===== src/design/gat_pkg.sv =====
// Fixed 16-in/4-out layer with 8-bit signed data; WH and score widths hold worst-case sums
package gat_pkg;

  // ==============================
  // Widths and sizes
  // ==============================
  localparam int DATA_WIDTH    = 8;
  localparam int FEAT_IN       = 16;
  localparam int FEAT_OUT      = 4;
  localparam int COL_IDX_WIDTH = 4;
  localparam int ROW_LEN_WIDTH = 5;
  localparam int WH_WIDTH      = 20;
  localparam int SCORE_WIDTH   = 30;

  // W row-major by input feature, then a[0..FEAT_OUT-1]
  localparam int WGT_DEPTH     = FEAT_IN * FEAT_OUT + FEAT_OUT;

  // ==============================
  // Payload types
  // ==============================
  // One nonzero of sparse H
  typedef struct packed {
    logic signed [DATA_WIDTH-1:0]    value;
    logic        [COL_IDX_WIDTH-1:0] col;
  } h_entry_t;

  typedef struct packed {
    logic [ROW_LEN_WIDTH-1:0] row_len;
  } node_info_t;

  // Lanes are two's complement, read them through $signed
  typedef logic [FEAT_OUT-1:0][WH_WIDTH-1:0] wh_row_t;

  typedef struct packed {
    wh_row_t                        wh;
    logic signed [SCORE_WIDTH-1:0]  score;
  } feat_word_t;

  typedef logic [FEAT_IN-1:0][FEAT_OUT-1:0][DATA_WIDTH-1:0] weight_mat_t;

  typedef logic [FEAT_OUT-1:0][DATA_WIDTH-1:0] att_vec_t;

endpackage


===== src/design/attention_score.sv =====
// Score is the exact signed dot product, no rounding or saturation; accepts one row per cycle
module attention_score #(
  parameter int NUM_NODES = 16
) (
  input  logic                         clk,
  input  logic                         rst_n,
  input  gat_pkg::att_vec_t            a_i,
  input  logic                         wh_vld_i,
  input  gat_pkg::wh_row_t             wh_i,
  input  logic [$clog2(NUM_NODES)-1:0] node_i,
  input  logic                         last_i,
  output logic                         feat_we_o,
  output logic [$clog2(NUM_NODES)-1:0] feat_addr_o,
  output gat_pkg::feat_word_t          feat_data_o,
  output logic                         done_o
);

  import gat_pkg::*;

  localparam int NODE_W = $clog2(NUM_NODES);
  localparam int PROD_W = DATA_WIDTH + WH_WIDTH;

  logic                          s1_vld_q;
  logic                          s1_last_q;
  wh_row_t                       s1_wh_q;
  logic [NODE_W-1:0]             s1_node_q;
  logic signed [PROD_W-1:0]      s1_prod_q [FEAT_OUT];
  logic signed [SCORE_WIDTH-1:0] score_sum;
  logic                          s2_last_q;
  logic                          done_q;

  struct packed {
    logic              en;
    logic [NODE_W-1:0] addr;
    feat_word_t        data;
  } feat_wr_q;

  // ==============================
  // Stage 1: lane products
  // ==============================
  always_ff @(posedge clk or negedge rst_n) begin
    if (!rst_n) begin
      s1_vld_q  <= 1'b0;
      s1_last_q <= 1'b0;
    end else begin
      s1_vld_q  <= wh_vld_i;
      s1_last_q <= wh_vld_i && last_i;
    end
  end

  always_ff @(posedge clk) begin
    s1_wh_q   <= wh_i;
    s1_node_q <= node_i;
    for (int o = 0; o < FEAT_OUT; o++) begin
      s1_prod_q[o] <= $signed(a_i[o]) * $signed(wh_i[o]);
    end
  end

  // ==============================
  // Stage 2: sum and write
  // ==============================
  always_comb begin
    score_sum = '0;
    for (int o = 0; o < FEAT_OUT; o++) begin
      score_sum = score_sum + s1_prod_q[o];
    end
  end

  always_ff @(posedge clk or negedge rst_n) begin
    if (!rst_n) begin
      feat_wr_q <= '0;
      s2_last_q <= 1'b0;
      done_q    <= 1'b0;
    end else begin
      feat_wr_q.en         <= s1_vld_q;
      feat_wr_q.addr       <= s1_node_q;
      feat_wr_q.data.wh    <= s1_wh_q;
      feat_wr_q.data.score <= score_sum;
      s2_last_q            <= s1_last_q;
      // Sticky until reset
      if (feat_wr_q.en && s2_last_q) begin
        done_q <= 1'b1;
      end
    end
  end

  assign feat_we_o   = feat_wr_q.en;
  assign feat_addr_o = feat_wr_q.addr;
  assign feat_data_o = feat_wr_q.data;
  assign done_o      = done_q;

endmodule


===== config.mk =====
export PLATFORM = sky130hd
export DESIGN_NAME = attention_score
export DESIGN_NICKNAME = d
export VERILOG_FILES = /design/src/design/gat_pkg.sv /design/src/design/attention_score.sv
export SDC_FILE = /design/constraint.sdc
export NUM_CORES = 2
export LEC_CHECK = 0
export BUFFER_PORTS_ARGS = -buffer_cell sky130_fd_sc_hd__buf_4
export CAP_MARGIN = 25
export CORE_MARGIN = 2
export CORE_UTILIZATION = 60
export DETAILED_ROUTE_END_ITERATION = 8
export PLACE_DENSITY = 0.82
export SLEW_MARGIN = 20
export SYNTH_ARGS = -nofsm -noshare
export SYNTH_HDL_FRONTEND = slang
export SYNTH_SLANG_ARGS = --single-unit
export TNS_END_PERCENT = 100

===== constraint.sdc =====
create_clock -name clk -period 4.4 [get_ports clk]
set_input_delay 0.88 -clock clk [delete_from_list [all_inputs] [get_ports clk]]
set_output_delay 0.88 -clock clk [all_outputs]
set_load 0.01 [all_outputs]

[Word level (Yosys, flattened, before mapping)]
Memory sizes are Yosys's and may differ from the RTL's.
Index checks and enable logic that the tools add are counted.
Word-level totals
  register bits after elaboration: 203
  memories kept: 1
  output and inout port bits: 116
  bits of input ports: 120
  word-level logic and storage cells: 26
  memory bits (writable): 112
Memory list
  s1_prod_q: depth 4, width 28, rd ports 4, clocked after memory_dff 0, write ports 4, line attention_score.sv:27  | logic signed [PROD_W-1:0] s1_prod_q [FEAT_OUT];
Operators by class
  reductions and logical operators: 2
  $mul: 4
  add/subtract/negate cells: 3
Operators with widths (number)
  $mul A8 B20 Y28: 4
  $add A29 B28 Y30: 1
  $add A30 B28 Y30: 1
  $add A28 B28 Y29: 1
  $logic_and A1 B1 Y1: 2

[Depth between registers and ports, before layout]
  depth after elaboration: 3
  gate-level depth with buffers: 20
  depth with buffers taken out: 19

[Worst setup path after synthesis]
OpenSTA, ideal clock, no wires.
  kind: input port to flip-flop
  start point: input a_i[15] (netlist name)
  end point: memory s1_prod_q[1][25] (netlist name)
  setup time: 72 ps
  cell stages on the path: 17
  data arrival time: 5532 ps
  setup slack: -1204 ps
  path through: clkinv_1 buf_1 nor2_1 fa_1 fa_1 fa_1 inv_1 fa_1 inv_1 ha_1 or4_1 o22a_2 and4_4 o41a_1 a221o_2 o41ai_2 xnor2_1
RTL lines
  from (decl): line attention_score.sv:7  | input gat_pkg::att_vec_t a_i,
  to (decl): line attention_score.sv:27

==> run_results.csv <==
group,metric,value,unit
timing,setup_slack,-0.558,ns
timing,rsz0062_at_grt,"yes",
floorplanning,ios,236,
final_layout,final_nets,4782,
logic_synthesis,syn_inst,3147,
worst_setup_path,rr_worst_depth,15,
clocking,htree_levels,2,
job,cap_violations,0,
worst_setup_path,rrSetupSlack,0.18,ns
drt,drt_pass1_iterations,7,
clocking,clock_path_buffers,3,
clocking,cts.clk_slew.worst_paths,0.06,ns
worst_setup_path,rr_startpoint,"s1_prod_q[1][1]",
logic_synthesis,ys_ff_latch,315,
final_layout,layout-drive-gt1-share,29.5,%
drt,wl,82.9,mm
worst_setup_path,cp-start-kind,"input port",
placed_design,place_ws,-1.34,ns
run_status,status,"finished, violations left",
global_routing,gr-usage-met2,54.5,%
drt,ant_nets,0,
logic_synthesis,yosysWarnings,0,
timing,hold_viol_final,0,
floorplanning,fp-row-count,84,
clocking,clk_latency,0.59,ns
timing,worst_pin_slew,0.772,ns
global_routing,grt_use_met1,38.3,%
drt,drc,0,
placed_design,gp_congestion,0.885,
final_layout,n_antenna_cell,0,
logic_synthesis,netlist_area,0.0318,mm²
drt,vias,23990,
timing,slew-limit-headroom,48.5,%
worst_setup_path,r2r-end,"feat_data_o[27]",
logic_synthesis,avgSynthCellArea,10.1,µm²
clocking,cts_tree,"built",
logic_synthesis,synth-main-ff-cell,"dfxtp_1",
clocking,cts.sinks,315,
floorplanning,initial_core_util,60.6,%
logic_synthesis,yosysUniqueCellTypes,65,
floorplanning,die_y,234,µm
placed_design,dp_hpwl,63.6,mm
floorplanning,core_area,0.0524,mm²
min_path,hp-class,"flop to flop",
timing,maxSlewViolCount,0,
worst_setup_path,required,4.84,ns
drt,drtIter0Drc,1264,
final_layout,area_growth,31.4,%
final_layout,fillers,3094,
global_routing,grt_use_total,30.6,%
timing,setup_viol_count_final,44,
timing,period_share,113,%
logic_synthesis,synth_edf_count,0,
run_status,violations,"negative setup slack",
logic_synthesis,seq_area_frac_synth,21.7,%
worst_setup_path,startpoint,"wh_i[28]",
worst_setup_path,crit_fanout,4,
global_routing,grt_max_degree,75,
worst_setup_path,critical_path.endpoint,"s1_prod_q[1][25]",
drt,vias_per_cell,5.25,
worst_setup_path,critical_path_class,"input port to flop",
final_layout,post-route-util,79.6,%
global_routing,grt_util_met3,4.43,%
timing,fmax,0.202,GHz
global_routing,gr-total-overflow,0,
floorplanning,fp.dieW,234,µm
global_routing,grt_pass1_vias,26614,
global_routing,busiest_layer,"met2",
placed_design,io_buffers,235,
worst_setup_path,cp.arrival,5.40,ns
logic_synthesis,synth_async_sr_flop_share,37.8,%
worst_setup_path,endpoint_kind,"flop",
floorplanning,dieArea,0.0548,mm²
clocking,cts_root_buffer,"clkbuf_16",
timing,setup-tns-final,-10.63,ns
logic_synthesis,syn_nets,4073,
timing,period_needed,4.96,ns
global_routing,grt_first_pass_wirelength,132,mm
clocking,cts_buffers,36,
global_routing,grt_antenna_before_repair,0,
timing,skew,0.0353,ns
drt,wl_per_cell,18.1,µm
-- cells by family after synthesis --
group                    count (synthesis)  share of synthesized area, %
AND/OR/NAND/NOR                        812                          14.1
adder cells (fa/ha/maj)                806                          45.1
buffers and inverters                  787                          9.30
flip-flops                             315                          21.7
AO/OA/AOI/OAI                          288                          5.95
XOR/XNOR                               138                          3.80
multiplexers                             1                        0.0315
-- stage by stage --
| step | cell area [µm²] | cells | hold slack [ns] |
|---|---|---|---|
| after CTS | 40800 | 4549 | 0.321 |
| after detailed placement | 38000 | 4436 | 0.320 |
| after global routing | 41700 | 4572 | 0.321 |
| after floorplan | 32600 | 3147 | 0.316 |
| after global placement | 38000 | 4436 | 0.317 |
| final | 41700 | 4572 | 0.320 |
-- flip-flops by register name (all words and copies together), names as in the netlist, 4 cells and up --
signal	cells
s1_wh_q	80
s1_node_q	4
feat_addr_o	4
feat_data_o	110
s1_prod_q	112
-- Yosys cell counts, types with 3 or more instances --
cell	n	share of area (%)
a221oi_1	5	0.14
dfxtp_1	196	12
a21oi_1	88	1.4
xor2_1	29	0.80
and2_1	478	9.4
o211ai_1	9	0.21
xnor2_1	109	3.0
a31o_2	3	0.083
buf_1	5	0.059
and4_1	3	0.083
o21bai_1	9	0.21
inv_1	711	8.4
nand2_1	121	1.4
clkbuf_1	67	0.79
nor3_1	10	0.16
a211o_1	4	0.11
o2111ai_1	3	0.083
clkinv_1	4	0.047
dfrtp_1	119	9.4
a21o_1	43	1.0
o31ai_1	5	0.12
a31oi_1	12	0.24
or3_1	3	0.059
or2_2	5	0.098
nand2b_1	25	0.49
a211oi_1	10	0.24
ha_1	241	9.5
o311ai_0	3	0.083
nor2b_1	8	0.16
nand4_1	13	0.26
fa_1	565	36
a21boi_0	3	0.071
nand3_1	14	0.22
o21ai_0	46	0.72
nor2_1	117	1.4
o21a_1	20	0.47
and3_1	5	0.098
-- layout make-up --
type | instances | area (µm²) | area share (%)
Multi-Input combinational cell | 2045 | 23700 | 56.8
Inverter | 715 | 2730 | 6.55
Tap cell | 688 | 861 | 2.06
Clock buffer | 44 | 971 | 2.33
Timing Repair Buffer | 742 | 6250 | 15.0
Sequential cell | 315 | 6900 | 16.5
Timing Repair inverter | 1 | 8.76 | 0.0210
Clock inverter | 22 | 314 | 0.752
-- critical path: stages --
cell	delay [ns]
buf_8	0.10
and2_4	0.15
fa_1	0.51
fa_1	0.52
fa_1	0.51
inv_2	0.04
fa_1	0.47
inv_1	0.04
ha_2	0.17
or4_4	0.52
o22a_2	0.22
and4_4	0.20
o41a_1	0.34
a221o_2	0.39
o41ai_2	0.24
xnor2_1	0.10
-- placed cells by master, fill, tap and decap left out, types with 35 or more instances in the layout --
master	count
inv_1	672
nor2_1	98
and2_1	420
and2_4	58
dfrtp_1	119
inv_2	39
a21oi_1	51
nand2_1	102
a21o_1	43
dfxtp_1	196
ha_1	197
clkbuf_16	37
xnor2_1	84
ha_4	35
buf_4	617
buf_6	95
fa_1	547
-- how the worst min path moves through the flow --
stage | start | end | slack [ns] | depth (start not counted)
finish | s1_wh_q[33] | feat_data_o[63] | 0.32 | 0
global route | s1_wh_q[34] | feat_data_o[64] | 0.32 | 0
CTS | s1_wh_q[33] | feat_data_o[63] | 0.32 | 0
detailed placement | s1_wh_q[71] | feat_data_o[101] | 0.32 | 0
global placement | s1_wh_q[53] | feat_data_o[83] | 0.32 | 0
floorplan | s1_node_q[0] | feat_addr_o[0] | 0.32 | 0
-- repair_timing --
item | in CTS | in global routing
hold buffers | 0 | 0
pin swaps | 156 | 143
buffers inserted | 51 | 32
setup endpoints to repair | 50 | 66
gates resized for setup | 277 | 160
gates cloned | 3 | 2
-- metal layers --
metal	wire length [µm]	part of all wire [%]
met5	0	0
met1	32700	39
met2	43000	52
met4	3050	3.7
met3	4120	5.0
Power is not shown: default switching activity piles up to over one toggle a cycle in this logic, so the estimate is an artifact.
