File: config.mk
export PLATFORM = sky130hd
export DESIGN_NAME = gat_bram
export DESIGN_NICKNAME = d
export VERILOG_FILES = /design/src/design/gat_bram.sv
export SDC_FILE = /design/constraint.sdc
export NUM_CORES = 1
export LEC_CHECK = 0
export BUFFER_PORTS_ARGS = -buffer_cell sky130_fd_sc_hd__buf_2
export CORE_ASPECT_RATIO = 1.2
export CORE_MARGIN = 2
export CORE_UTILIZATION = 55
export CTS_BUF_LIST = sky130_fd_sc_hd__clkbuf_8
export DETAILED_ROUTE_END_ITERATION = 7
export GPL_ROUTABILITY_DRIVEN = 1
export HOLD_SLACK_MARGIN = 0.12
export PLACE_DENSITY = 0.73
export SKIP_CTS_REPAIR_TIMING = 1
export SLEW_MARGIN = 40
export SYNTH_ARGS = -nofsm -noshare
export SYNTH_HDL_FRONTEND = slang
export SYNTH_SLANG_ARGS = --single-unit
File: constraint.sdc
create_clock -name clk -period 2.1 [get_ports clk]
set_input_delay 0.315 -clock clk [delete_from_list [all_inputs] [get_ports clk]]
set_output_delay 0.315 -clock clk [all_outputs]
set_load 0.005 [all_outputs]
File: src/design/gat_bram.sv
// Read data appears one cycle after the address; reading a word being written returns old data
module gat_bram #(
  parameter type payload_t = logic [7:0],
  parameter int  DEPTH     = 16
) (
  input  logic                     clk,
  input  logic                     wr_en_i,
  input  logic [$clog2(DEPTH)-1:0] wr_addr_i,
  input  payload_t                 wr_data_i,
  input  logic [$clog2(DEPTH)-1:0] rd_addr_i,
  output payload_t                 rd_data_o
);

  payload_t mem [DEPTH];
  payload_t rd_data_q;

  // Write port
  always_ff @(posedge clk) begin
    if (wr_en_i) begin
      mem[wr_addr_i] <= wr_data_i;
    end
  end

  // Registered read port
  always_ff @(posedge clk) begin
    rd_data_q <= mem[rd_addr_i];
  end

  assign rd_data_o = rd_data_q;

endmodule

# Word level (Yosys, flattened, before mapping)
# Memory sizes are Yosys's and may differ from the RTL's. A register that Yosys moved wholly into a read port is not among the register bits.
# Index checks and enable logic that the tools add are counted.
[classes] mux=2
[ops] op="2-to-1 mux 1 bit" count=2
[word_totals] in_bits=18 wordCells=3 register_bits=0 ramBits=128 n_memories=1 out_inout_bits=8
[mem_list] memory="mem" words=16 width=8 read_ports=1 rd_clocked_by_memory_dff=1 wr=1 line="14" text="payload_t mem [DEPTH];"

# Logic depth before layout (Yosys ltp)
# Gate-level depths: netlist of run 1.
[logic_depth] word_depth=2 ltp_mapped=5 depth_no_buf=3

# Worst setup path after synthesis of run 1
# Ideal clock, no wire load.
[synth_path] kind="input -> register" from="input port wr_addr_i[2]" to="memory mem[0][0] (netlist name), enable pin" arrival_ps=1425 t_required_ps=1717 stages=2 path_slack_ps=292 setup_time_ps=383 n_path_buf=0 cell_sequence="or3b_2 > nor3_1"
[synth_lines] item="start, declared" line="8" text="input logic [$clog2(DEPTH)-1:0] wr_addr_i,"
[synth_lines] item="end, declared" line="14"
# Straight into the memory's write port.

==> flow_summary.ini, run 1 <==
[cts]
cts_buffer_depth = 2
numCtsBuffers = 17
clk_latency_ps = 450
clock-root-buffer = clkbuf_8
htreeDepth = 4
clock_sinks = 136
cts_tree = built
cts.clk_slew.worst_paths_ps = 80

[setup_path]
r2r_setup_slack_ps = 710
slowest_delay_ps = 590
crit_fanout = 18
crit_type = in2reg
worstPathArrival_ps = 1720
cp.required_ps = 2430
r2r_end = rd_data_o[2]
crit_chain = buf_2 > buf_12 > mux4_1 > a22oi_1 > nand2_1
critPathSlowestCell = mux4_1
reg2regPathDepth = 3
endpoint_kind = flip-flop
rr_startpoint = mem[1][2]
start_kind = input port

[sta]
tightest_slew_ps = 387
slew_headroom_pct = 74.1
final-setup-viol-count = 0
maxClockFrequency_mhz = 720
hold_viol = 0
fin_setup_tns_ps = 0
rsz0062_at_grt = no
period_minus_slack_ps = 1390
min_period_over_period_pct = 66.2
slew_violations = 0
clock_skew_ps = 9.07

[power_and_ir_drop]
switching_share_pct = 22.0
switching_power_w = 0.00115
seqPwrFrac_pct = 58.2
pwr-share-comb_pct = 5.3
power.total_w = 0.00524
vdd_drop_max_mv = 0.619
powerDensity_mw_per_mm2 = 885
pwr-share-clk_pct = 36.5
leakagePower_nw = 2.01
power.internal_w = 0.00409

[detailed_routing]
drtIter0Drc = 270
avgRoutedWirePerCell_um = 21.7
route.detailed.drc = 0
dr.pass1.iters = 5
antenna_left = 0
route.vias.total = 2454
vias_per_cell = 5.82
routed_wl_um = 9160

[floorplanning]
core_mm2 = 0.00908
core.rowCount = 38
io_pins = 26
fp.dieArea_mm2 = 0.0102
die_y_um = 110
chipWidth_um = 92.3
initial_core_util_pct = 56.7

[yosys]
synth_top_family_by_area = multiplexers
synth_xor_xnor_area_share_pct = 0
ys_seq_elements = 136
syn-num-nets = 247
syn_inst = 229
yosysSeqAreaShare_pct = 77.8
synth-simple-area-share_pct = 3.18
yosys_warnings = 0
yosys.cell_types.count = 19
synth-compound-area-share_pct = 2.33
syn_area_mm2 = 0.00515
muxShareOfSynthArea_pct = 15.0
avgSynthCellArea_um2 = 22.5
synth-adder-area-share_pct = 0

[finish]
area_growth_pct = 15.0
final_area_mm2 = 0.00592
fillerInstances = 594
drive_gt1_share_pct = 33.4
final_cell_mix = 128 x edfxtp_1, 25 x buf_2, 24 x buf_4
final_common_cell = edfxtp_1
final_util_pct = 65.2
final_nets = 307
antenna_cells = 0

[min_path]
min_to = mem[4][4]
hold_path_class = in2reg
hold_start = wr_data_i[4]
min_path_cells = 1

[outcome]
status = finished, final reports clean

[placement]
post_dp_cell_area_mm2 = 0.00556
io_buffers = 25
place_congestion = 0.820
hpwlAfterDp_um = 6290

[global_route]
grt_pass1_wl_um = 13800
grt.overflow.total = 0
grt_pass1_vias = 2475
grt_usage_pct = 20.3
antenna_found_initial = 0
grt_max_degree = 19

[flow_run]
drv_cap = 0
==> final cells by class <==
class	instances	area, um^2	area share [%]
tap	120	150	2.54
clock inverter	15	130	2.20
sequential	136	4000	67.6
multi-input combinational	83	1060	17.9
timing repair buffer	51	345	5.83
clock buffer	17	234	3.95
==> synth_stat cells (all sizes together) <==
cell type / number / area [um^2]
nand3b: 2 / 15.0
dfxtp: 8 / 160
nor3: 4 / 20.0
mux4: 32 / 773
edfxtp: 128 / 3840
and2: 1 / 6.26
nand2b: 2 / 12.5
nand2: 9 / 33.8
nor2b: 1 / 6.26
a22oi: 16 / 120
nand3: 1 / 5.00
clkdlybuf4s25: 3 / 30.0
nor2: 13 / 48.8
buf: 7 / 56.3
or3b: 1 / 8.76
and2b: 1 / 7.51
==> stage by stage <==
step	instances	setup slack, ps	hold slack (ps)
5_1_grt	422	655	229
4_1_cts	422	715	231
3_3_place_gp	390	256	646
3_5_place_dp	390	236	655
2_1_floorplan	229	292	414
6_report	422	711	242
==> logic make-up after synthesis <==
logic type | count (synthesis)
AOI/OAI and AO/OA | 16
muxes | 32
buffers and inverters | 10
and+or+nand+nor | 35
DFF | 136
==> flip-flops by register name, indices dropped and copies added (netlist names) <==
signal     flops
mem          128
rd_data_o      8
==> critical path: cells and delay by family <==
kind            cells  cell delay (ps)
simple gates        1               80
mux                 1              590
compound gates      1              260
buf+inv             2              460
==> per-layer routing <==
metal / up-vias / global-route usage [%] / share of wire, %
met3: 16 / 7.41 / 5.7
met4: 0 / 8.53 / 2.0
met1: 1243 / 25.1 / 40
met5: - / 0 / 0
li1: 1095 / - / -
met2: 100 / 33.0 / 52
==> power by group through the flow <==
stage               registers [W]  clock network, W  logic [W]
floorplan                 0.00311                 0   0.000154
global placement          0.00311                 0   0.000277
detailed placement        0.00311                 0   0.000285
CTS                       0.00305           0.00194   0.000285
global route              0.00305           0.00207   0.000305
finish                    0.00305           0.00191   0.000280
==> worst max path at each step <==
stage                      start  cells after the start  slack (ps)           end
floorplan           wr_addr_i[2]                      2         290     mem[0][0]
global placement    rd_addr_i[0]                      5         260  rd_data_o[2]
detailed placement  rd_addr_i[0]                      5         240  rd_data_o[5]
CTS                 rd_addr_i[0]                      5         710  rd_data_o[5]
global route           mem[1][2]                      3         660  rd_data_o[2]
finish              rd_addr_i[0]                      5         710  rd_data_o[2]
No activity file was read; power rests on OpenSTA's default activity.
==> run 2, diff against run 1 <==
Settings changed: ABC_AREA from default to 1, PLACE_DENSITY 0.73 to 0.72.
Clock period 2.1 ns to 1.3 ns, I/O delays scaled along.
==> flow_summary.ini, run 2 <==
[min_path]
min_path_cells = 1
hold_path_class = in2reg

[sta]
tightest_slew_ps = 388
maxClockFrequency_mhz = 864
min_period_over_period_pct = 89.1
period_minus_slack_ps = 1160
clock_skew_ps = 11.2
rsz0062_at_grt = no
fin_setup_tns_ps = 0
hold_viol = 0
slew_violations = 0
slew_headroom_pct = 74.1
final-setup-viol-count = 0

[power_and_ir_drop]
vdd_drop_max_mv = 1.04
pwr-share-comb_pct = 6.9
leakagePower_nw = 2.88
powerDensity_mw_per_mm2 = 1340
switching_power_w = 0.00192
switching_share_pct = 21.9
pwr-share-clk_pct = 36.9
seqPwrFrac_pct = 56.2
power.total_w = 0.00877
power.internal_w = 0.00686

[floorplanning]
io_pins = 26
core_mm2 = 0.0101
die_y_um = 116
core.rowCount = 40
fp.dieArea_mm2 = 0.0113
initial_core_util_pct = 57.0
chipWidth_um = 97.5

[yosys]
syn-num-nets = 569
avgSynthCellArea_um2 = 10.5
yosys_warnings = 0
synth_edf_count = 128
synth_area_leaders = edfxtp_1 67%, nand2_1 11%, nand3_1 8.4%
syn_inst = 551
yosysMostFrequentCell = nand2_1
yosys.cell_types.count = 12
synth_flop_cell = edfxtp_1
synth_area_leader_cell = edfxtp_1
ys_seq_elements = 136
synth_common_cells = 173 x nand2_1, 128 x edfxtp_1, 100 x inv_1, 97 x nand3_1, 17 x nor2_1
yosysSeqAreaShare_pct = 69.4
syn_area_mm2 = 0.00577
synthArstFlopShare_pct = 0
synth_top_area_share_pct = 66.7

[finish]
final_cell_mix = 173 x nand2_1, 128 x edfxtp_1, 104 x inv_1
largest_register = mem
antenna_cells = 0
largest_reg_flops = 128
drive_gt1_share_pct = 13.1
final_area_mm2 = 0.00653
stdcell_count = 736
area_growth_pct = 13.3
final_util_pct = 64.6
fillerInstances = 786
final_nets = 615
final_common_cell = nand2_1

[flow_run]
drv_cap = 0

[placement]
io_buffers = 25
post_dp_cell_area_mm2 = 0.00615
post-place-cells = 704
place_congestion = 0.821
hpwlAfterDp_um = 7620

[cts]
clock_sinks = 136
numCtsBuffers = 17
cts.clk_slew.worst_paths_ps = 70
clock-root-buffer = clkbuf_8
htreeDepth = 4
cts_buffer_depth = 2
clk_latency_ps = 440
cts_tree = built

[setup_path]
r2r_setup_slack_ps = 280
endpoint_kind = primary output
cpLargestDelayFamily = flip-flops
start_kind = flip-flop
critPathSlowestCell = dfxtp_1
path_depth = 1
cp.required_ps = 1110
worstPathArrival_ps = 960
crit_type = reg2out
cp_num_buf_inv = 1
crit_fanout = 1
reg2regPathDepth = 6
crit_chain = buf_2
slowest_delay_ps = 380

[global_route]
antenna_found_initial = 0
grt_usage_pct = 22.7
grt.overflow.total = 0
grt_pass1_vias = 3774
grt_max_degree = 65
grt_pass1_wl_um = 18900

[detailed_routing]
antenna_left = 0
vias_per_cell = 5.15
route.vias.total = 3788
dr.pass1.iters = 5
routed_wl_um = 11900
route.detailed.drc = 0
avgRoutedWirePerCell_um = 16.2
drtIter0Drc = 348

[outcome]
status = finished, final reports clean
[run 2: layout make-up]
cell class / count / area [um^2] / share of cell area [%]
tap: 126 / 158 / 2.41
sequential: 136 / 4000 / 61.3
clock inverter: 13 / 116 / 1.78
multi-input combinational: 289 / 1210 / 18.6
clock buffer: 19 / 262 / 4.00
timing repair buffer: 51 / 395 / 6.05
inverter: 102 / 383 / 5.86
[run 2: worst paths after layout]
path / start / endpoint
worst min-delay path: wr_data_i[1] / mem[9][1]
worst min register to register: mem[10][0] / rd_data_o[0]
worst max register to register: mem[5][2] / rd_data_o[2]
worst max-delay path: rd_data_o[7] / rd_data_o[7]
[run 2: metrics by stage]
| stage | setup slack, ps | hold slack, ps |
|---|---|---|
| 2_1_floorplan | 154 | 294 |
| 3_3_place_gp | 47.9 | 574 |
| 3_5_place_dp | 28.0 | 573 |
| 4_1_cts | 116 | 138 |
| 5_1_grt | 101 | 142 |
| 6_report | 142 | 148 |
[run 2: cells by family (layout without fill, tap and decap cells)]
group | count (synthesis) | in the layout | share of synthesized area [%]
simple gates | 289 | 289 | 21.0
buf+inv | 126 | 185 | 9.52
flops | 136 | 136 | 69.4
[run 2: power groups by stage]
stage	combinational, W	clock (W)	sequential [W]
after floorplan	0.000346	0	0.00502
after global placement	0.000595	0	0.00502
after detailed placement	0.000606	0	0.00502
after CTS	0.000609	0.00329	0.00493
after global routing	0.000671	0.00348	0.00494
final	0.000605	0.00324	0.00493
[run 2: routing by layer]
layer / part of all wire (%) / vias to the layer above / wire, um / GRT usage (%)
li1: - / 1864 / - / -
met1: 41 / 1776 / 4890 / 27.2
met2: 51 / 120 / 6040 / 39.3
met3: 5.4 / 28 / 647 / 5.86
met4: 3.1 / 0 / 365 / 10.5
met5: 0 / - / 0 / 0
