$ cat config.mk
export PLATFORM = sky130hd
export DESIGN_NAME = weight_scheduler
export DESIGN_NICKNAME = d
export VERILOG_FILES = /design/src/design/gat_pkg.sv /design/src/design/weight_scheduler.sv
export SDC_FILE = /design/constraint.sdc
export NUM_CORES = 1
export LEC_CHECK = 0
export BUFFER_PORTS_ARGS = -buffer_cell sky130_fd_sc_hd__buf_2
export CAP_MARGIN = 30
export CORE_AREA = 2 2 220 222
export DETAILED_ROUTE_END_ITERATION = 6
export DIE_AREA = 0 0 222 224
export SLEW_MARGIN = 20
export SYNTH_ARGS = -nofsm -noshare
export SYNTH_HDL_FRONTEND = slang
export SYNTH_SLANG_ARGS = --single-unit
export TNS_END_PERCENT = 1
$ cat constraint.sdc
create_clock -name clk -period 2.4 [get_ports clk]
set_input_delay 0.24 -clock clk [delete_from_list [all_inputs] [get_ports clk]]
set_output_delay 0.24 -clock clk [all_outputs]
set_load 0.02 [all_outputs]
$ cat src/design/gat_pkg.sv
// Fixed 16-in/4-out layer with 8-bit signed data; WH and score widths hold worst-case sums
package gat_pkg;

  // ==============================
  // Widths and sizes
  // ==============================
  localparam int DATA_WIDTH    = 8;
  localparam int FEAT_IN       = 16;
  localparam int FEAT_OUT      = 4;
  localparam int COL_IDX_WIDTH = 4;
  localparam int ROW_LEN_WIDTH = 5;
  localparam int WH_WIDTH      = 20;
  localparam int SCORE_WIDTH   = 30;

  // W row-major by input feature, then a[0..FEAT_OUT-1]
  localparam int WGT_DEPTH     = FEAT_IN * FEAT_OUT + FEAT_OUT;

  // ==============================
  // Payload types
  // ==============================
  // One nonzero of sparse H
  typedef struct packed {
    logic signed [DATA_WIDTH-1:0]    value;
    logic        [COL_IDX_WIDTH-1:0] col;
  } h_entry_t;

  typedef struct packed {
    logic [ROW_LEN_WIDTH-1:0] row_len;
  } node_info_t;

  // Lanes are two's complement, read them through $signed
  typedef logic [FEAT_OUT-1:0][WH_WIDTH-1:0] wh_row_t;

  typedef struct packed {
    wh_row_t                        wh;
    logic signed [SCORE_WIDTH-1:0]  score;
  } feat_word_t;

  typedef logic [FEAT_IN-1:0][FEAT_OUT-1:0][DATA_WIDTH-1:0] weight_mat_t;

  typedef logic [FEAT_OUT-1:0][DATA_WIDTH-1:0] att_vec_t;

endpackage

$ cat src/design/weight_scheduler.sv
// Loads W and a once per reset; later weight memory writes are not picked up
module weight_scheduler (
  input  logic                                  clk,
  input  logic                                  rst_n,
  input  logic                                  start_i,
  output logic [$clog2(gat_pkg::WGT_DEPTH)-1:0] wgt_addr_o,
  input  logic [gat_pkg::DATA_WIDTH-1:0]        wgt_data_i,
  output gat_pkg::weight_mat_t                  w_o,
  output gat_pkg::att_vec_t                     a_o,
  output logic                                  sched_rdy_o
);

  import gat_pkg::*;

  localparam int ADDR_W  = $clog2(WGT_DEPTH);
  localparam int W_WORDS = FEAT_IN * FEAT_OUT;

  logic              started_q;
  logic              busy_q;
  logic [ADDR_W-1:0] addr_q;
  logic              rd_vld_q;
  logic [ADDR_W-1:0] rd_idx_q;
  logic              rdy_q;
  weight_mat_t       w_q;
  att_vec_t          a_q;

  // ==============================
  // Address sweep
  // ==============================
  always_ff @(posedge clk or negedge rst_n) begin
    if (!rst_n) begin
      started_q <= 1'b0;
      busy_q    <= 1'b0;
      addr_q    <= '0;
      rd_vld_q  <= 1'b0;
      rd_idx_q  <= '0;
      rdy_q     <= 1'b0;
    end else begin
      // Word addressed this cycle returns next cycle
      rd_vld_q <= busy_q;
      rd_idx_q <= addr_q;
      if (start_i && !started_q) begin
        started_q <= 1'b1;
        busy_q    <= 1'b1;
        addr_q    <= '0;
      end else if (busy_q) begin
        if (addr_q == ADDR_W'(WGT_DEPTH - 1)) begin
          busy_q <= 1'b0;
        end else begin
          addr_q <= addr_q + 1'b1;
        end
      end
      if (rd_vld_q && rd_idx_q == ADDR_W'(WGT_DEPTH - 1)) begin
        rdy_q <= 1'b1;
      end
    end
  end

  // ==============================
  // Unpack into W and a
  // ==============================
  always_ff @(posedge clk) begin
    if (rd_vld_q) begin
      if (rd_idx_q < ADDR_W'(W_WORDS)) begin
        w_q[rd_idx_q / FEAT_OUT][rd_idx_q % FEAT_OUT] <= wgt_data_i;
      end else begin
        a_q[rd_idx_q - ADDR_W'(W_WORDS)] <= wgt_data_i;
      end
    end
  end

  assign wgt_addr_o  = addr_q;
  assign w_o         = w_q;
  assign a_o         = a_q;
  assign sched_rdy_o = rdy_q;

endmodule

# [Yosys cells after proc, flatten, opt, wreduce, memory -nomap -nowiden]
# Cells that the tools add are included.
[totals] regBits=562 in_bits=11 output_inout_bits=552 word_cells=111
[classes] n_addsub=2 n_lt_le_gt_ge=7 n_eq_ne=3 muxes=14 bitwise=1 n_reduce_logical=10
[op_table] op="512-bit bitwise mux" count=1
[op_table] op="32-bit demux with 4-bit select" count=1
[op_table] op="32-bit bitwise mux" count=1
[op_table] op="8-bit demux with 2-bit select" count=2
[op_table] op="32-bit two-way mux" count=1
[op_table] op="7-bit two-way mux" count=3
[op_table] op="8-bit two-way mux" count=2
[op_table] op="7-bit == test (second input constant)" count=2
[op_table] op="7-bit by 1-bit adder with 7-bit output (second input constant)" count=1
[op_table] op="7-bit by 1-bit >= comparator with 1-bit output (second input constant)" count=1
[op_table] op="7-bit by 3-bit < comparator with 1-bit output (second input constant)" count=1
[op_table] op="7-bit < comparator (second input constant)" count=1
[op_table] op="7-bit subtractor (second input constant)" count=1
[op_table] op="2-bit AND reduction" count=3
[op_table] op="5-bit by 1-bit >= comparator with 1-bit output (second input constant)" count=1
[op_table] op="1-bit logical AND" count=5
[op_table] op="5-bit < comparator (second input constant)" count=1
[op_table] op="2-bit by 3-bit < comparator with 1-bit output (second input constant)" count=1
[op_table] op="1-bit two-way mux" count=3
[op_table] op="2-bit by 1-bit >= comparator with 1-bit output (second input constant)" count=1
[op_table] op="2-bit != test (second input constant)" count=1
[op_table] op="2-bit nonzero test" count=1
[op_table] op="1-bit zero test" count=1
[op_table] op="1-bit inverter" count=1

# [Logic depth before layout (Yosys ltp)]
[depth] word_depth=7 ltp_mapped=5 mapped_depth_nobuf=4

# [Worst setup path before layout]
# OpenSTA, ideal clock, no wires.
[synth_timing] path_type="flip-flop to flip-flop" from="reg rd_idx_q[4]" to="reg a_q, in the netlist a_o[16] (enable)" setup_ns=0.385 t_arrival_ns=1.592 t_required_ns=2.015 path_slack_ns=0.423 stages_incl_launch_ff=5 n_path_buf=1 synth_period_minus_slack_ns=1.977 path_cell_list="dfrtp_1 -> clkbuf_1 -> nor2b_1 -> nand4b_1 -> nor3b_1"
[synth_between] elab_chain_len=3
[synth_lines] element="start: declaration" line="weight_scheduler.sv:22" rtl="logic [ADDR_W-1:0] rd_idx_q;"
[synth_lines] element="start signal: assignment" line="weight_scheduler.sv:41" rtl="rd_idx_q <= addr_q;"
[synth_lines] element="7-bit < comparator" line="weight_scheduler.sv:64" rtl="if (rd_idx_q < ADDR_W'(W_WORDS)) begin"
[synth_lines] element="1-bit inverter (no line)"
[synth_lines] element="2-bit AND reduction (no line)"
[synth_lines] element="end signal: indexed assignment" line="weight_scheduler.sv:67" rtl="a_q[rd_idx_q - ADDR_W'(W_WORDS)] <= wgt_data_i;"
[synth_lines] element="end: declaration" line="weight_scheduler.sv:25" rtl="att_vec_t a_q;"
# No other way between the ends.
# A chain may end at the register's enable or synchronous reset.

# [Worst setup path after layout]
[layout_timing] from="reg rd_idx_q[5]" to="reg w_q, in the netlist w_o[472] (enable)"
[layout_between] elab_chain_len=2
[layout_lines] element="7-bit < comparator" line="weight_scheduler.sv:64"
[layout_lines] element="2-bit AND reduction (no line)"
[layout_lines] element="end signal: indexed assignment" line="weight_scheduler.sv:65" rtl="w_q[rd_idx_q / FEAT_OUT][rd_idx_q % FEAT_OUT] <= wgt_data_i;"
[layout_lines] element="end: declaration" line="weight_scheduler.sv:24" rtl="weight_mat_t w_q;"
# No other way between the ends.

==> results by group <==
Layout
  • NumNets Final: approximately 1400
  • P&R area growth vs syn: 34.48%
  • Filler cells: 3950
  • Layout cells sized above 1: between 50% and 60%
  • Diodes inserted: 0

GRT
  • Initial antenna violation count: 0
  • Gr ovfl total: 0
  • Largest net degree at the start of global routing: just under 70
  • Number of global-route vias before repair: 9640
  • Total global-route track usage: 19.88%
  • First-pass GRT wire length: between 70000 and 80000 um

Floorplanning
  • I/O Pins: 563
  • Core area: 47350 um2
  • Core Rows: 80
  • Die width: 222 um
  • Die area: around 50000 um2
  • Initial Utilization: between 30 and 40%
  • Die Ht: 224 um

Yosys
  • Synth area leaders: edfxtp_1 (93%), dfrtp_1 (2.6%), nor2_1 (1.5%)
  • Synth top area share: 93.35%
  • Synthesized area: 17500 um2
  • Avg Cell Area, Syn: roughly 25 um2
  • Synthesis warning total: 0
  • Post-synth top area cell: edfxtp_1
  • Mapped Nets: 721
  • Seq/Total Area, Yosys: ~96%
  • Yosys cell types: 27
  • Register bit total from synthesis: 562
  • Post-Syn Instances: ~710

Drt
  • Drc violations: 0
  • First drt pass iteration count: 5
  • Final wirelength: about 51000 um
  • Via count: 9665
  • Wire length per cell: approximately 25 um
  • Routed vias/inst: about 4.7
  • Initial DRC Count: 710
  • Post-DRT Antenna Nets: 0

STA
  • Clock Skew: ~0.023 ns
  • Pins Over Slew Limit: 0
  • Setup TNS: 0 ns
  • Worst setup margin: around 0.4 ns
  • Final hold vios: 0
  • Slew margin rel.: 47.00%
  • Final setup violation count: 0
  • Period Utilization, post-route: 83.74%
  • Unrepaired setup endpoints after global routing: no
  • Crit path time final: ~2.0 ns
  • Worst Tran Pin Value: between 0.7 and 0.8 ns
  • Fmax achieved: about 500 MHz

Power
  • Worst vdd ir: between 600 and 700 uV
  • Pwr/cell area: approximately 920 nW/um2
  • Leak Pwr: ~8.8 nW

Clocking
  • CTS tree: done
  • Clk sinks: around 560
  • Clk buf depth: 3
  • Worst-Skew Late Latency: between 0.5 and 0.6 ns
  • Clk pin slew, worst setup/hold paths: about 0.06 ns
  • CTS resizes: 0
  • Num CTS Buffers: 55
  • Clk root buf: clkbuf_16
  • H-tree Lvls: 2

Worst setup path
  • CP bufs+invs: 0
  • Crit-path slowest cell: nor2_1
  • Crit path DAT: roughly 2.2 ns
  • Worst-path maximum fanout: 11
  • Largest stage delay on the critical path: between 0.5 and 0.6 ns
  • Startpoint Class: flip-flop
  • Critical path class: flip-flop to flip-flop
  • Crit path max-delay family: simple AND/OR/NAND/NOR gates
  • Worst path cell trace: nand4_1 > or3_1 > nor2_1
  • Critical Path RT: ~2.6 ns
  • Crit end category: flip-flop

Run status
  • Status: complete, no violations

Hold path
  • Hold WC Path Type: primary input to flip-flop

Flow run
  • Max-cap viol count: 0

Placement
  • HPWL reported at the end of detailed placement: ~33000 um
  • Pre-CTS WS: ~0.38 ns
  • Port bufs: between 500 and 600
  • GPL Wtd Cong: 0.7975
## state kept, by name, indices dropped and copies added, names as in the netlist
signal / flops
busy_q: 1
started_q: 1
rd_idx_q: 7
sched_rdy_o: 1
a_o: 32
wgt_addr_o: 7
w_o: 512
rd_vld_q: 1
## final timing paths
check                              start           to  slack, ns  depth (start not counted)
setup / recovery             rd_idx_q[5]     w_o[472]       0.39                          3
hold / removal             wgt_data_i[6]      a_o[22]       0.15                          2
setup reg to reg             rd_idx_q[5]     w_o[472]       0.39                          3
hold reg to reg                   busy_q     rd_vld_q       0.47                          0
max in group asynchronous          rst_n  rd_idx_q[2]       1.94                          2
min in group asynchronous          rst_n    started_q       0.16                          2
## power by group
part / switching [mW] / internal, mW
Combinational: 1.29 / 0.515
Clock: 3.52 / 4.96
Sequential: 0.318 / 11.1
Total: 5.12 / 16.6
## area by class of cell
type,instances,area (um2),area share [%]
sequential,562,16790,71.33
timing repair buffer,642,3506,14.90
clock buffer,64,1453,6.173
tap,615,769.5,3.270
multi-input combinational,138,679.4,2.887
clock inverter,37,336.6,1.430
inverter,1,3.754,0.01595
## Yosys cell counts, drive strengths merged
| cell type | n |
|---|---|
| edfxtp | 544 |
| nor2 | 70 |
| dfrtp | 18 |
| nand2 | 16 |
| clkbuf | 8 |
| nor2b | 8 |
| nand2b | 5 |
| nand3 | 5 |
| nand4 | 5 |
| or2 | 4 |
| a21oi | 3 |
| or3 | 3 |
| mux2i | 2 |
| nand3b | 2 |
| nand4b | 2 |
| nor3b | 2 |
| o21ai | 2 |
| or3b | 2 |
| xor2 | 2 |
| and3b | 1 |
| ha | 1 |
| inv | 1 |
| o21bai | 1 |
| o31a | 1 |
| or4b | 1 |
## cells in the final DEF, fill, tap and decap left out, types with 2 or more instances in the layout
| master | count |
|---|---|
| clkinv_1 | 15 |
| bufinv_16 | 6 |
| nor2b_1 | 8 |
| clkbuf_1 | 7 |
| a21oi_1 | 3 |
| nand2_1 | 16 |
| or3_1 | 3 |
| xor2_1 | 2 |
| buf_12 | 7 |
| mux2i_1 | 2 |
| nor3b_1 | 2 |
| buf_2 | 562 |
| nand4_1 | 5 |
| nand2b_1 | 5 |
| nor2_1 | 70 |
| nand3b_1 | 2 |
| edfxtp_1 | 544 |
| clkinv_4 | 3 |
| or2_2 | 3 |
| nand4b_1 | 2 |
| nand3_1 | 5 |
| clkbuf_16 | 57 |
| buf_4 | 71 |
| clkinv_2 | 11 |
| dfrtp_1 | 18 |
| dlygate4sd3_1 | 2 |
| o21ai_0 | 2 |
## logic make-up (layout without fill, tap and decap cells)
kind of cell | count (synthesis) | in the layout | synth area share (%)
flip-flops | 562 | 562 | 95.92
XOR/XNOR | 2 | 2 | 0.1001
buffers and inverters | 9 | 744 | 0.1930
AND/OR/NAND/NOR | 126 | 126 | 3.361
adder cells (fa/ha/maj) | 1 | 1 | 0.07149
AO/OA/AOI/OAI | 7 | 7 | 0.2360
multiplexers | 2 | 2 | 0.1144
## through the flow
stage               cell area (um2)  cells  utilization [%]  total power [mW]  hold WS (ns)
global route                  23530   2059            49.71             22.51        0.1252
detailed placement            21720   1956            45.89             13.51        0.1996
global placement              21720   1956            45.89             13.47        0.1872
floorplan                     17500    709                -             12.46      -0.05559
CTS                           23530   2059            49.71             22.01        0.1169
finish                        23530   2059            49.71             21.75        0.1492
## repair_timing
action | in CTS | in global routing
buffers inserted | 0 | 0
hold endpoints to repair | 21 | 0
hold buffers | 2 | 0
## layer usage
metal | part of all wire, % | track usage (%)
met1 | 39 | 24.28
met4 | 2.2 | 5.384
met2 | 50 | 33.78
met3 | 8.7 | 6.847
met5 | 0 | 0
(Power assumes the default switching activity.)
