$ cat src/design/gat_pkg.sv
// Fixed 16-in/4-out layer with 8-bit signed data; WH and score widths hold worst-case sums
package gat_pkg;

  // ==============================
  // Widths and sizes
  // ==============================
  localparam int DATA_WIDTH    = 8;
  localparam int FEAT_IN       = 16;
  localparam int FEAT_OUT      = 4;
  localparam int COL_IDX_WIDTH = 4;
  localparam int ROW_LEN_WIDTH = 5;
  localparam int WH_WIDTH      = 20;
  localparam int SCORE_WIDTH   = 30;

  // W row-major by input feature, then a[0..FEAT_OUT-1]
  localparam int WGT_DEPTH     = FEAT_IN * FEAT_OUT + FEAT_OUT;

  // ==============================
  // Payload types
  // ==============================
  // One nonzero of sparse H
  typedef struct packed {
    logic signed [DATA_WIDTH-1:0]    value;
    logic        [COL_IDX_WIDTH-1:0] col;
  } h_entry_t;

  typedef struct packed {
    logic [ROW_LEN_WIDTH-1:0] row_len;
  } node_info_t;

  // Lanes are two's complement, read them through $signed
  typedef logic [FEAT_OUT-1:0][WH_WIDTH-1:0] wh_row_t;

  typedef struct packed {
    wh_row_t                        wh;
    logic signed [SCORE_WIDTH-1:0]  score;
  } feat_word_t;

  typedef logic [FEAT_IN-1:0][FEAT_OUT-1:0][DATA_WIDTH-1:0] weight_mat_t;

  typedef logic [FEAT_OUT-1:0][DATA_WIDTH-1:0] att_vec_t;

endpackage

$ cat src/design/sparse_wh_engine.sv
// Runs once per reset over nodes 0..NUM_NODES-1; rows are packed back to back in H from word 0
module sparse_wh_engine #(
  parameter int NUM_NODES = 16,
  parameter int H_DEPTH   = 128
) (
  input  logic                         clk,
  input  logic                         rst_n,
  input  logic                         start_i,
  input  gat_pkg::weight_mat_t         w_i,
  output logic [$clog2(NUM_NODES)-1:0] info_addr_o,
  input  gat_pkg::node_info_t          info_i,
  output logic [$clog2(H_DEPTH)-1:0]   h_addr_o,
  input  gat_pkg::h_entry_t            h_i,
  output logic                         wh_vld_o,
  output gat_pkg::wh_row_t             wh_o,
  output logic [$clog2(NUM_NODES)-1:0] node_o,
  output logic                         last_o
);

  import gat_pkg::*;

  localparam int NODE_W = $clog2(NUM_NODES);
  localparam int H_AW   = $clog2(H_DEPTH);

  typedef enum logic [1:0] {
    S_IDLE,
    S_FETCH,
    S_ACCUM,
    S_EMIT
  } state_t;

  state_t                         state_q;
  logic [NODE_W-1:0]              node_q;
  logic [H_AW-1:0]                h_ptr_q;
  logic [ROW_LEN_WIDTH-1:0]       remain_q;
  logic                           h_vld_q;
  logic                           finished_q;
  logic                           is_last;
  wh_row_t                        acc_q;
  logic signed [2*DATA_WIDTH-1:0] prod [FEAT_OUT];

  assign is_last = (node_q == NODE_W'(NUM_NODES - 1));

  // ==============================
  // Node walk FSM
  // ==============================
  always_ff @(posedge clk or negedge rst_n) begin
    if (!rst_n) begin
      state_q    <= S_IDLE;
      node_q     <= '0;
      h_ptr_q    <= '0;
      remain_q   <= '0;
      h_vld_q    <= 1'b0;
      finished_q <= 1'b0;
    end else begin
      // An H read issued now has data next cycle
      h_vld_q <= (state_q == S_ACCUM) && (remain_q != '0);
      case (state_q)
        S_IDLE: begin
          if (start_i && !finished_q) begin
            state_q <= S_FETCH;
          end
        end
        S_FETCH: begin
          remain_q <= info_i.row_len;
          state_q  <= (info_i.row_len == '0) ? S_EMIT : S_ACCUM;
        end
        S_ACCUM: begin
          if (remain_q != '0) begin
            h_ptr_q  <= h_ptr_q + 1'b1;
            remain_q <= remain_q - 1'b1;
          end else begin
            // Last entry is added on this same edge
            state_q <= S_EMIT;
          end
        end
        S_EMIT: begin
          node_q <= node_q + 1'b1;
          if (is_last) begin
            state_q    <= S_IDLE;
            finished_q <= 1'b1;
          end else begin
            state_q <= S_FETCH;
          end
        end
        default: state_q <= S_IDLE;
      endcase
    end
  end

  // Look ahead one node during emit so row_len is ready in fetch
  assign info_addr_o = (state_q == S_EMIT) ? node_q + 1'b1 : node_q;
  assign h_addr_o    = h_ptr_q;

  // ==============================
  // Lane accumulators
  // ==============================
  always_comb begin
    for (int o = 0; o < FEAT_OUT; o++) begin
      prod[o] = h_i.value * $signed(w_i[h_i.col][o]);
    end
  end

  always_ff @(posedge clk) begin
    if (state_q == S_IDLE || state_q == S_EMIT) begin
      acc_q <= '0;
    end else if (h_vld_q) begin
      for (int o = 0; o < FEAT_OUT; o++) begin
        acc_q[o] <= $signed(acc_q[o]) + prod[o];
      end
    end
  end

  assign wh_vld_o = (state_q == S_EMIT);
  assign wh_o     = acc_q;
  assign node_o   = node_q;
  assign last_o   = wh_vld_o && is_last;

endmodule

$ cat config.mk
export PLATFORM = sky130hd
export DESIGN_NAME = sparse_wh_engine
export DESIGN_NICKNAME = d
export VERILOG_FILES = /design/src/design/gat_pkg.sv /design/src/design/sparse_wh_engine.sv
export SDC_FILE = /design/constraint.sdc
export NUM_CORES = 1
export LEC_CHECK = 0
export ABC_AREA = 0
export BUFFER_PORTS_ARGS = -buffer_cell sky130_fd_sc_hd__buf_2
export CORE_AREA = 2 2 243 245
export DETAILED_ROUTE_END_ITERATION = 10
export DIE_AREA = 0 0 245 247
export GPL_TIMING_DRIVEN = 0
export PLACE_DENSITY_LB_ADDON = 0.05
export SETUP_SLACK_MARGIN = 0.5
export SYNTH_ARGS = -nofsm -noshare
export SYNTH_HDL_FRONTEND = slang
export SYNTH_SLANG_ARGS = --single-unit
$ cat constraint.sdc
create_clock -name clk -period 6.3 [get_ports clk]
set_input_delay 1.26 -clock clk [delete_from_list [all_inputs] [get_ports clk]]
set_output_delay 1.26 -clock clk [all_outputs]
set_load 0.02 [all_outputs]
* After elaboration in Yosys (flattened, before gate mapping)
Index checks and enable logic that the tools add are counted.
** Storage, ports and cells
- Register bits after elaboration :: 100
- Input port bits :: 532
- Output and inout port bits :: 97
- Logic and storage cells :: 52
** Operators by class
- $add $sub $neg :: 7
- $mul :: 4
- Magnitude comparators :: 1
- Eq/ne operators :: 7
- Multiplexer cells :: 10
- Reductions and logical operators :: 13
** Operators by type and width (number)
- binary-select mux 32 bit (select 4 bit) :: 1
- adder 20 x 16 -> 20 bit :: 4
- multiplier 8 x 8 -> 16 bit :: 4
- two-way mux 32 bit :: 1
- case mux 5 bit (2 select lines) :: 1
- case mux 2 bit (4 select lines) :: 1
- AND reduction 2 bit :: 4
- adder 7 x 1 -> 7 bit (second input constant) :: 1
- zero test 5 bit :: 1
- < comparator 4 x 5 -> 1 bit (second input constant) :: 1
- two-way mux 5 bit :: 1
- nonzero test 5 bit :: 1
- subtractor 5 x 1 -> 5 bit (second input constant) :: 1
- adder 4 x 1 -> 4 bit (second input constant) :: 1
- equality test 2 bit (second input constant) :: 2
- equality test 4 bit (second input constant) :: 1
- two-way mux 2 bit :: 2
- two-way mux 4 bit :: 1
- != test 2 bit (second input constant) :: 2
- logical AND 1 bit :: 3
- equality test 2 x 1 -> 1 bit (second input constant) :: 1
- zero test 2 bit :: 1
- two-way mux 1 bit :: 2
- != test 2 x 1 -> 1 bit (second input constant) :: 1
- 3 further kinds :: 3

* Longest topological paths before layout
Gate-level depths: netlist of run 1.
- Depth in word-level cells :: 4
- Mapped depth :: 23
- Depth with buffers taken out :: 20

* Worst setup path after synthesis of run 1
OpenSTA, ideal clock, no wires.
- Path type :: input-to-reg
- Start point :: input port h_i[1] (netlist bit)
- End point :: register acc_q (netlist bit wh_o[56])
- Setup time :: 0.117 ns
- Arrival time :: 7.299 ns
- Required time :: 6.183 ns
- Path slack :: -1.116 ns
- Stages on the path :: 19
- Buffers on the path :: 2
- Cell sequence :: buf_2 buf_1 mux4_2 mux4_2 and2_1 inv_2 fa_1 inv_1 fa_1 fa_1 fa_1 fa_1 ha_1 a21oi_1 o21ai_0 a21oi_1 nor4_1 or4_1 a32o_1
** Between the ends
- Word-level cells in the longest chain between the ends :: 4
** RTL lines
- start, declared :: line sparse_wh_engine.sv:13 : input gat_pkg::h_entry_t h_i,
- binary-select mux 32 bit (select 4 bit) :: line sparse_wh_engine.sv:100 : prod[o] = h_i.value * $signed(w_i[h_i.col][o]);
- two-way mux 32 bit
- multiplier 8 x 8 -> 16 bit :: line sparse_wh_engine.sv:100
- adder 20 x 16 -> 20 bit :: line sparse_wh_engine.sv:109 : acc_q[o] <= $signed(acc_q[o]) + prod[o];
- end signal, assigned by index :: line sparse_wh_engine.sv:109
- end, declared :: line sparse_wh_engine.sv:39 : wh_row_t acc_q;
No other way between the ends. The select of a mux whose other input is x is not followed.
A chain may end at the register's enable or synchronous reset.

* Worst setup path after layout of run 1
- Start point :: input port h_i[0] (netlist bit)
- End point :: register acc_q (netlist bit wh_o[18])
The elaborated chain is that of the path after synthesis.

==> summary.txt, run 1 <==
CTS
  – Clock sinks: 100
  – H-tree depth: 3
  – CTS root buffer: clkbuf_16
  – CTS tree: done
  – CTS Buf Count: 9
  – Clk slew on worst S/H paths: 110 ps
  – Hold_buf cts: 0
  – Max Root-Sink Buffers: 2
  – Worst-Skew Late Latency: 420 ps

Setup path
  – Critical R2R Launch: wh_o[44]$_SDFFE_PP0P_
  – Worst setup EP type: flop
  – Type of the worst setup path: in2reg
  – Crit-path max FO: 7
  – Worst endpoint required time: 6630 ps
  – Crit path from: h_i[0]
  – Startpoint types: input pin
  – Arrival time worst endpoint: 7350 ps

Synth
  – Ys flop type: dfxtp_1
  – Register area share after synthesis: 9.53%
  – Flops & latches, synth: 100
  – Synth async-reset ratio: 20.0%
  – Post-synth top cells: 366 x inv_1, 352 x fa_1, 192 x ha_1
  – Net Count, Synth: 3,175
  – Number of synthesized flops with an enable pin: 0
  – Top cells by area, synth: fa_1 32%, mux4_2 16%, ha_1 11%
  – Post-Syn Area per Cell: 10.5 um2
  – Top-count cell post-synth: inv_1
  – Area leader, netlist: fa_1
  – Ys Warns: 0
  – Synthesized area: 0.0221 mm2
  – Synth unique cells: 73
  – Syn Inst Count: 2,099
  – Area share of the largest cell type after synthesis: 31.9%

Route
  – DR iter-0 viols: 1,382
  – Routed WL per cell: 28.8 um
  – Via density: 5.49
  – DR pass1 iterations: 5
  – Via count: 19,947
  – Post-route DRC violation count: 0
  – Drt total wl: 105,000 um
  – Post-route ant nets: 0

Job
  – Max-cap violations: 0

STA
  – FMAX: 0.142 GHz
  – Final setup violation count: 49
  – Max-slew violation count: 0
  – RSZ-0062 raised after global routing: true
  – Final Hold Vio Count: 0
  – Slew @ Worst Pin: 1420 ps
  – Final Critical Period: 7020 ps
  – Final WS setup: -719 ps
  – Relative slew margins: 5.47%
  – Final period utilization: 111%
  – Worst Hold Margin: 465 ps
  – Clk_skew: 21.5 ps

GRT
  – First-pass GRT wire length: 147,000 um
  – Vias in the first global route: 20,303
  – Grt met2 use: 55.4%
  – Gr busiest metal: met2
  – Initial antenna violation count: 39
  – Largest net degree at the start of global routing: 22
  – Met1 usage: 47.5%
  – Met3 GRT Util: 7.18%
  – Gr ovfl total: 0
  – Total track usage: 34.5%

Die
  – DIE WIDTH: 245 um
  – Core area: 0.0582 mm2
  – Initial core utilization: 37.9%
  – Die area: 0.0605 mm2
  – Die span in y: 247 um
  – Io pins: 629
  – Site Rows: 89

Cells and area
  – Synth-to-layout area growth: 31.4%
  – Final Cell Area: 0.0290 mm2
  – Nets: 3,917
  – Share of cells above drive strength 1: 40.9%

Placement
  – Post-DP HPWL: 89,400 um
  – Final GP Congestion: 1.01
  – Port Buffers: 624
  – DP Area: 0.0266 mm2

Status
  – Failing checks: setup timing
  – Status: complete, but fails checks

Hold path
  – Hold path start: finished_q$_DFFE_PN0P_
  – Worst Hold Class: reg2reg
[layer usage]
| metal | vias to the layer above | part of all wire, % | wire length [um] |
|---|---|---|---|
| met5 | - | 0.21 | 223 |
| met4 | 16 | 3.1 | 3230 |
| met3 | 147 | 8.0 | 8360 |
| met2 | 878 | 47 | 48600 |
| met1 | 10357 | 42 | 44100 |
| li1 | 8549 | - | - |
[through the flow]
step                      setup TNS (ps)  std cells  utilization (%)  setup slack [ps]
after floorplan                   -13800       2099                -              -636
after global placement            -65650       3496             45.6             -1650
after detailed placement          -68430       3496             45.6             -1670
after CTS                         -21000       3592             48.2              -728
after global routing              -30450       3627             49.7              -893
final                             -23840       3633             49.8              -719
[sequential cells by signal, summed over array words and instances (netlist names)]
name,count
wh_o,80
h_addr_o,7
h_vld_q,1
remain_q,5
finished_q,1
state_q,2
node_o,4
[final timing paths]
path / endpoint / slack [ps] / depth (start not counted)
worst min-delay path: finished_q$_DFFE_PN0P_ / 470 / 1
worst max register to register: wh_o[52]$_SDFFE_PP0P_ / 1390 / 19
min in group asynchronous: finished_q$_DFFE_PN0P_ / 780 / 1
worst max-delay path: wh_o[18]$_SDFFE_PP0P_ / -720 / 22
max in group asynchronous: h_addr_o[4]$_DFFE_PN0P_ / 5180 / 1
worst min register to register: finished_q$_DFFE_PN0P_ / 470 / 1
[placed cells by master (no fill, tap or decap), types with 9 or more instances in the layout]
master	n
a211oi_1	10
a21o_1	21
a21oi_1	33
a21oi_2	18
a21oi_4	9
a32o_1	9
and2_1	121
and2_4	34
buf_12	11
buf_2	627
buf_4	78
buf_6	26
clkbuf_1	41
clkbuf_16	9
clkbuf_2	11
dfrtp_1	20
dfxtp_1	80
diode_2	14
fa_1	331
fa_2	21
ha_1	153
ha_4	35
inv_1	353
inv_2	24
mux2i_1	46
mux4_2	156
nand2_1	117
nand3_1	16
nor2_1	99
o211ai_1	11
o21ai_0	13
o21ai_1	18
o21bai_1	12
xnor2_1	54
xor2_1	10
[cell type report]
| cell class | count | area, um2 |
|---|---|---|
| fillers | 5496 | 29300 |
| multi-input cells | 1535 | 19400 |
| repair buffers | 731 | 4170 |
| flip-flops and latches | 100 | 2100 |
| inverters | 377 | 1420 |
| well taps | 773 | 967 |
| plain buffers | 87 | 603 |
| clock buffers | 9 | 225 |
| clock inverters | 7 | 88.8 |
| diodes | 14 | 35.0 |
[what timing repair did]
action	CTS	global route
endpoints found under the hold margin	0	0
gates cloned	2	0
pin swaps	77	104
setup endpoints to repair	60	60
gates resized for setup	120	129
setup buffers	78	27
[worst max-delay path: stages]
cell and delay, ps:
buf_16 120, buf_16 130, buf_12 140, buf_12 130, mux4_2 490, mux4_2 580
and2_4 190, fa_1 540, inv_1 50, fa_1 490, inv_1 50, fa_1 480
fa_1 570, fa_2 450, ha_4 300, buf_12 100, nand2_4 40, o21ai_4 170
a21oi_4 110, o31a_1 320, a311o_1 350, a311oi_1 250
[kinds of logic (layout without fill, tap and decap cells)]
kind of cell               after synthesis  count (layout)  synth area share, %
and+or+nand+nor                        477             477                 11.0
DFF                                    100             100                 9.53
AOI/OAI and AO/OA                      235             235                 7.27
muxes                                  208             208                 18.3
adders and majority gates              544             544                 42.8
xor gates and xnor gates                71              71                 2.88
buffers and inverters                  464            1211                 8.21
other                                    0              14                    0
Power of run 1 is not shown: default switching activity piles up to over one toggle a cycle in this logic, so the estimate is an artifact.
==> inputs of run 2 (changes only) <==
--- a/config.mk
+++ b/config.mk
@@ -10,9 +10,9 @@
 export CORE_AREA = 2 2 243 245
 export DETAILED_ROUTE_END_ITERATION = 10
 export DIE_AREA = 0 0 245 247
-export GPL_TIMING_DRIVEN = 0
 export PLACE_DENSITY_LB_ADDON = 0.05
 export SETUP_SLACK_MARGIN = 0.5
+export SLEW_MARGIN = 20
 export SYNTH_ARGS = -nofsm -noshare
 export SYNTH_HDL_FRONTEND = slang
 export SYNTH_SLANG_ARGS = --single-unit
==> run 2 against run 1 <==
- the run still ends with setup timing left
- count of clock-buffer cells in the layout is the same
- final cell count grew 4.8%
- non-clock buffer count grew 169
- clock skew shrank 1.9 ps
- routed wire length shrank 6.0%
- sequential share of layout area shrank 0.45 points
- via count grew 0.98%
- maximum frequency grew 2.6%
- design area grew 6.8%
- flip-flop and latch count is the same
- worst setup slack gained 170 ps
- critical path type unchanged
- largest cell class unchanged
==> summary.txt, run 2 (synthesis gave the netlist of run 1 again) <==
STA
  – Final period utilization: 109%
  – Clk_skew: 19.6 ps
  – Final Critical Period: 6840 ps
  – Relative slew margins: 31.2%
  – Max-slew violation count: 0
  – FMAX: 0.146 GHz
  – Final Hold Vio Count: 0
  – Slew @ Worst Pin: 1030 ps
  – Final WS setup: -545 ps
  – Worst Hold Margin: 468 ps
  – Setup TNS: -15,380 ps
  – RSZ-0062 raised after global routing: true
  – Final setup violation count: 45

Route
  – Post-route DRC violation count: 0
  – Drt total wl: 98,300 um
  – Via density: 5.29
  – Routed WL per cell: 25.8 um
  – Post-route ant nets: 0
  – DR pass1 iterations: 7
  – DR iter-0 viols: 1,277
  – Via count: 20,143

Cells and area
  – Sequential cell area: 0.00211 mm2
  – Core Util, Final: 53.1%
  – Commonest cells after routing, fill and taps aside: 626 x buf_2, 346 x inv_1, 331 x fa_1, 278 x buf_4, 156 x mux4_2
  – Nets: 4,086
  – Final Cell Area: 0.0309 mm2
  – Most common cell after layout, fill and taps aside: buf_2
  – Max FFs per register: 80
  – Share of cells above drive strength 1: 47.0%
  – Synth-to-layout area growth: 40.3%
  – FILL cells: 5,394
  – Multi-input combinational cell area: 0.0196 mm2

CTS
  – Clk slew on worst S/H paths: 90 ps
  – H-tree depth: 3
  – Max Root-Sink Buffers: 2
  – Worst-Skew Late Latency: 410 ps
  – Clock sinks: 100
  – CTS Buf Count: 9
  – CTS root buffer: clkbuf_16
  – CTS tree: done
  – Hold_buf cts: 0

Die
  – Die area: 0.0605 mm2
  – Io pins: 629
  – Site Rows: 89
  – Core area: 0.0582 mm2
  – Die span in y: 247 um
  – DIE WIDTH: 245 um
  – Initial core utilization: 37.9%

Hold path
  – Worst Hold Class: reg2reg

GRT
  – Gr busiest metal: met2
  – Met1 usage: 44.1%
  – Vias in the first global route: 20,567
  – Initial antenna violation count: 47
  – Total track usage: 32.4%
  – Grt met2 use: 52.1%
  – Gr ovfl total: 0
  – Met3 GRT Util: 7.02%
  – Largest net degree at the start of global routing: 61
  – First-pass GRT wire length: 141,000 um

Setup path
  – Arrival time worst endpoint: 7140 ps
  – Startpoint types: input pin
  – Type of the worst setup path: in2reg
  – Critical Path, Cell by Cell: clkbuf_16, buf_16, buf_8, mux4_2, mux4_2, and2_4, fa_1, inv_2, fa_1, inv_1, fa_1, fa_1, fa_2, ha_4, o211ai_1, o211ai_1, o2111ai_2, a32oi_1, buf_4, xnor2_2, o21ai_1
  – Worst endpoint required time: 6590 ps
  – Crit-path slowest cell: mux4_2
  – Max stage delay on crit path: 590 ps
  – Crit-path max FO: 6
  – Worst setup EP type: flop
  – Cell mode on critical path: fa_1

Status
  – Status: complete, but fails checks
  – Failing checks: setup timing

Job
  – Max-cap violations: 0

Placement
  – Post-DP HPWL: 85,100 um
  – Final GP Congestion: 1.02
  – DP Area: 0.0287 mm2
  – Port Buffers: 628
## run 2: worst paths after layout
path                                         from                     end  slack (ps)  cells past startpoint
setup / recovery                           h_i[0]   wh_o[19]$_SDFFE_PP0P_        -540                     21
hold / removal             finished_q$_DFFE_PN0P_  finished_q$_DFFE_PN0P_         470                      1
setup reg to reg             wh_o[6]$_SDFFE_PP0P_   wh_o[19]$_SDFFE_PP0P_        1410                     17
hold reg to reg            finished_q$_DFFE_PN0P_  finished_q$_DFFE_PN0P_         470                      1
max in group asynchronous                   rst_n       h_vld_q$_DFF_PN0_        5150                      1
min in group asynchronous                   rst_n  finished_q$_DFFE_PN0P_         790                      1
## run 2: cell type report
cell class                 count  share of cell area, %
inverter                     377                   4.57
antenna                       20                  0.162
clock buffer                   9                  0.728
clock inverter                 7                  0.295
tap                          773                   3.13
sequential                   100                   6.80
multi-input combinational   1535                   63.2
timing repair buffer         987                   21.1
## run 2: worst max-delay path: cells and delay by family
kind	cells	cell delay, ps
AO/OA/AOI/OAI	5	980
XOR/XNOR	1	100
adder cells (fa/ha/maj)	6	2810
buffers and inverters	6	670
multiplexers	2	1070
AND/OR/NAND/NOR	1	210
## run 2: per-layer routing
metal | vias up | part of all wire, %
met1 | 10363 | 42
li1 | 8898 | -
met4 | 8 | 3.0
met5 | - | 0.047
met2 | 747 | 47
met3 | 127 | 7.5
## run 2: metrics by stage
| stage | setup WS, ps | cells |
|---|---|---|
| global route | -673 | 3797 |
| floorplan | -636 | 2099 |
| detailed placement | -1080 | 3712 |
| global placement | -1010 | 3712 |
| finish | -545 | 3808 |
| CTS | -467 | 3763 |
## run 2: repair_timing
| item | 4_1_cts | 5_1_grt |
|---|---|---|
| pin swaps | 76 | 135 |
| gates resized for setup | 132 | 137 |
| buffers inserted | 31 | 25 |
| gates cloned | 4 | 0 |
| setup endpoints to repair | 58 | 56 |
Power of run 2 is left out for the same reason.
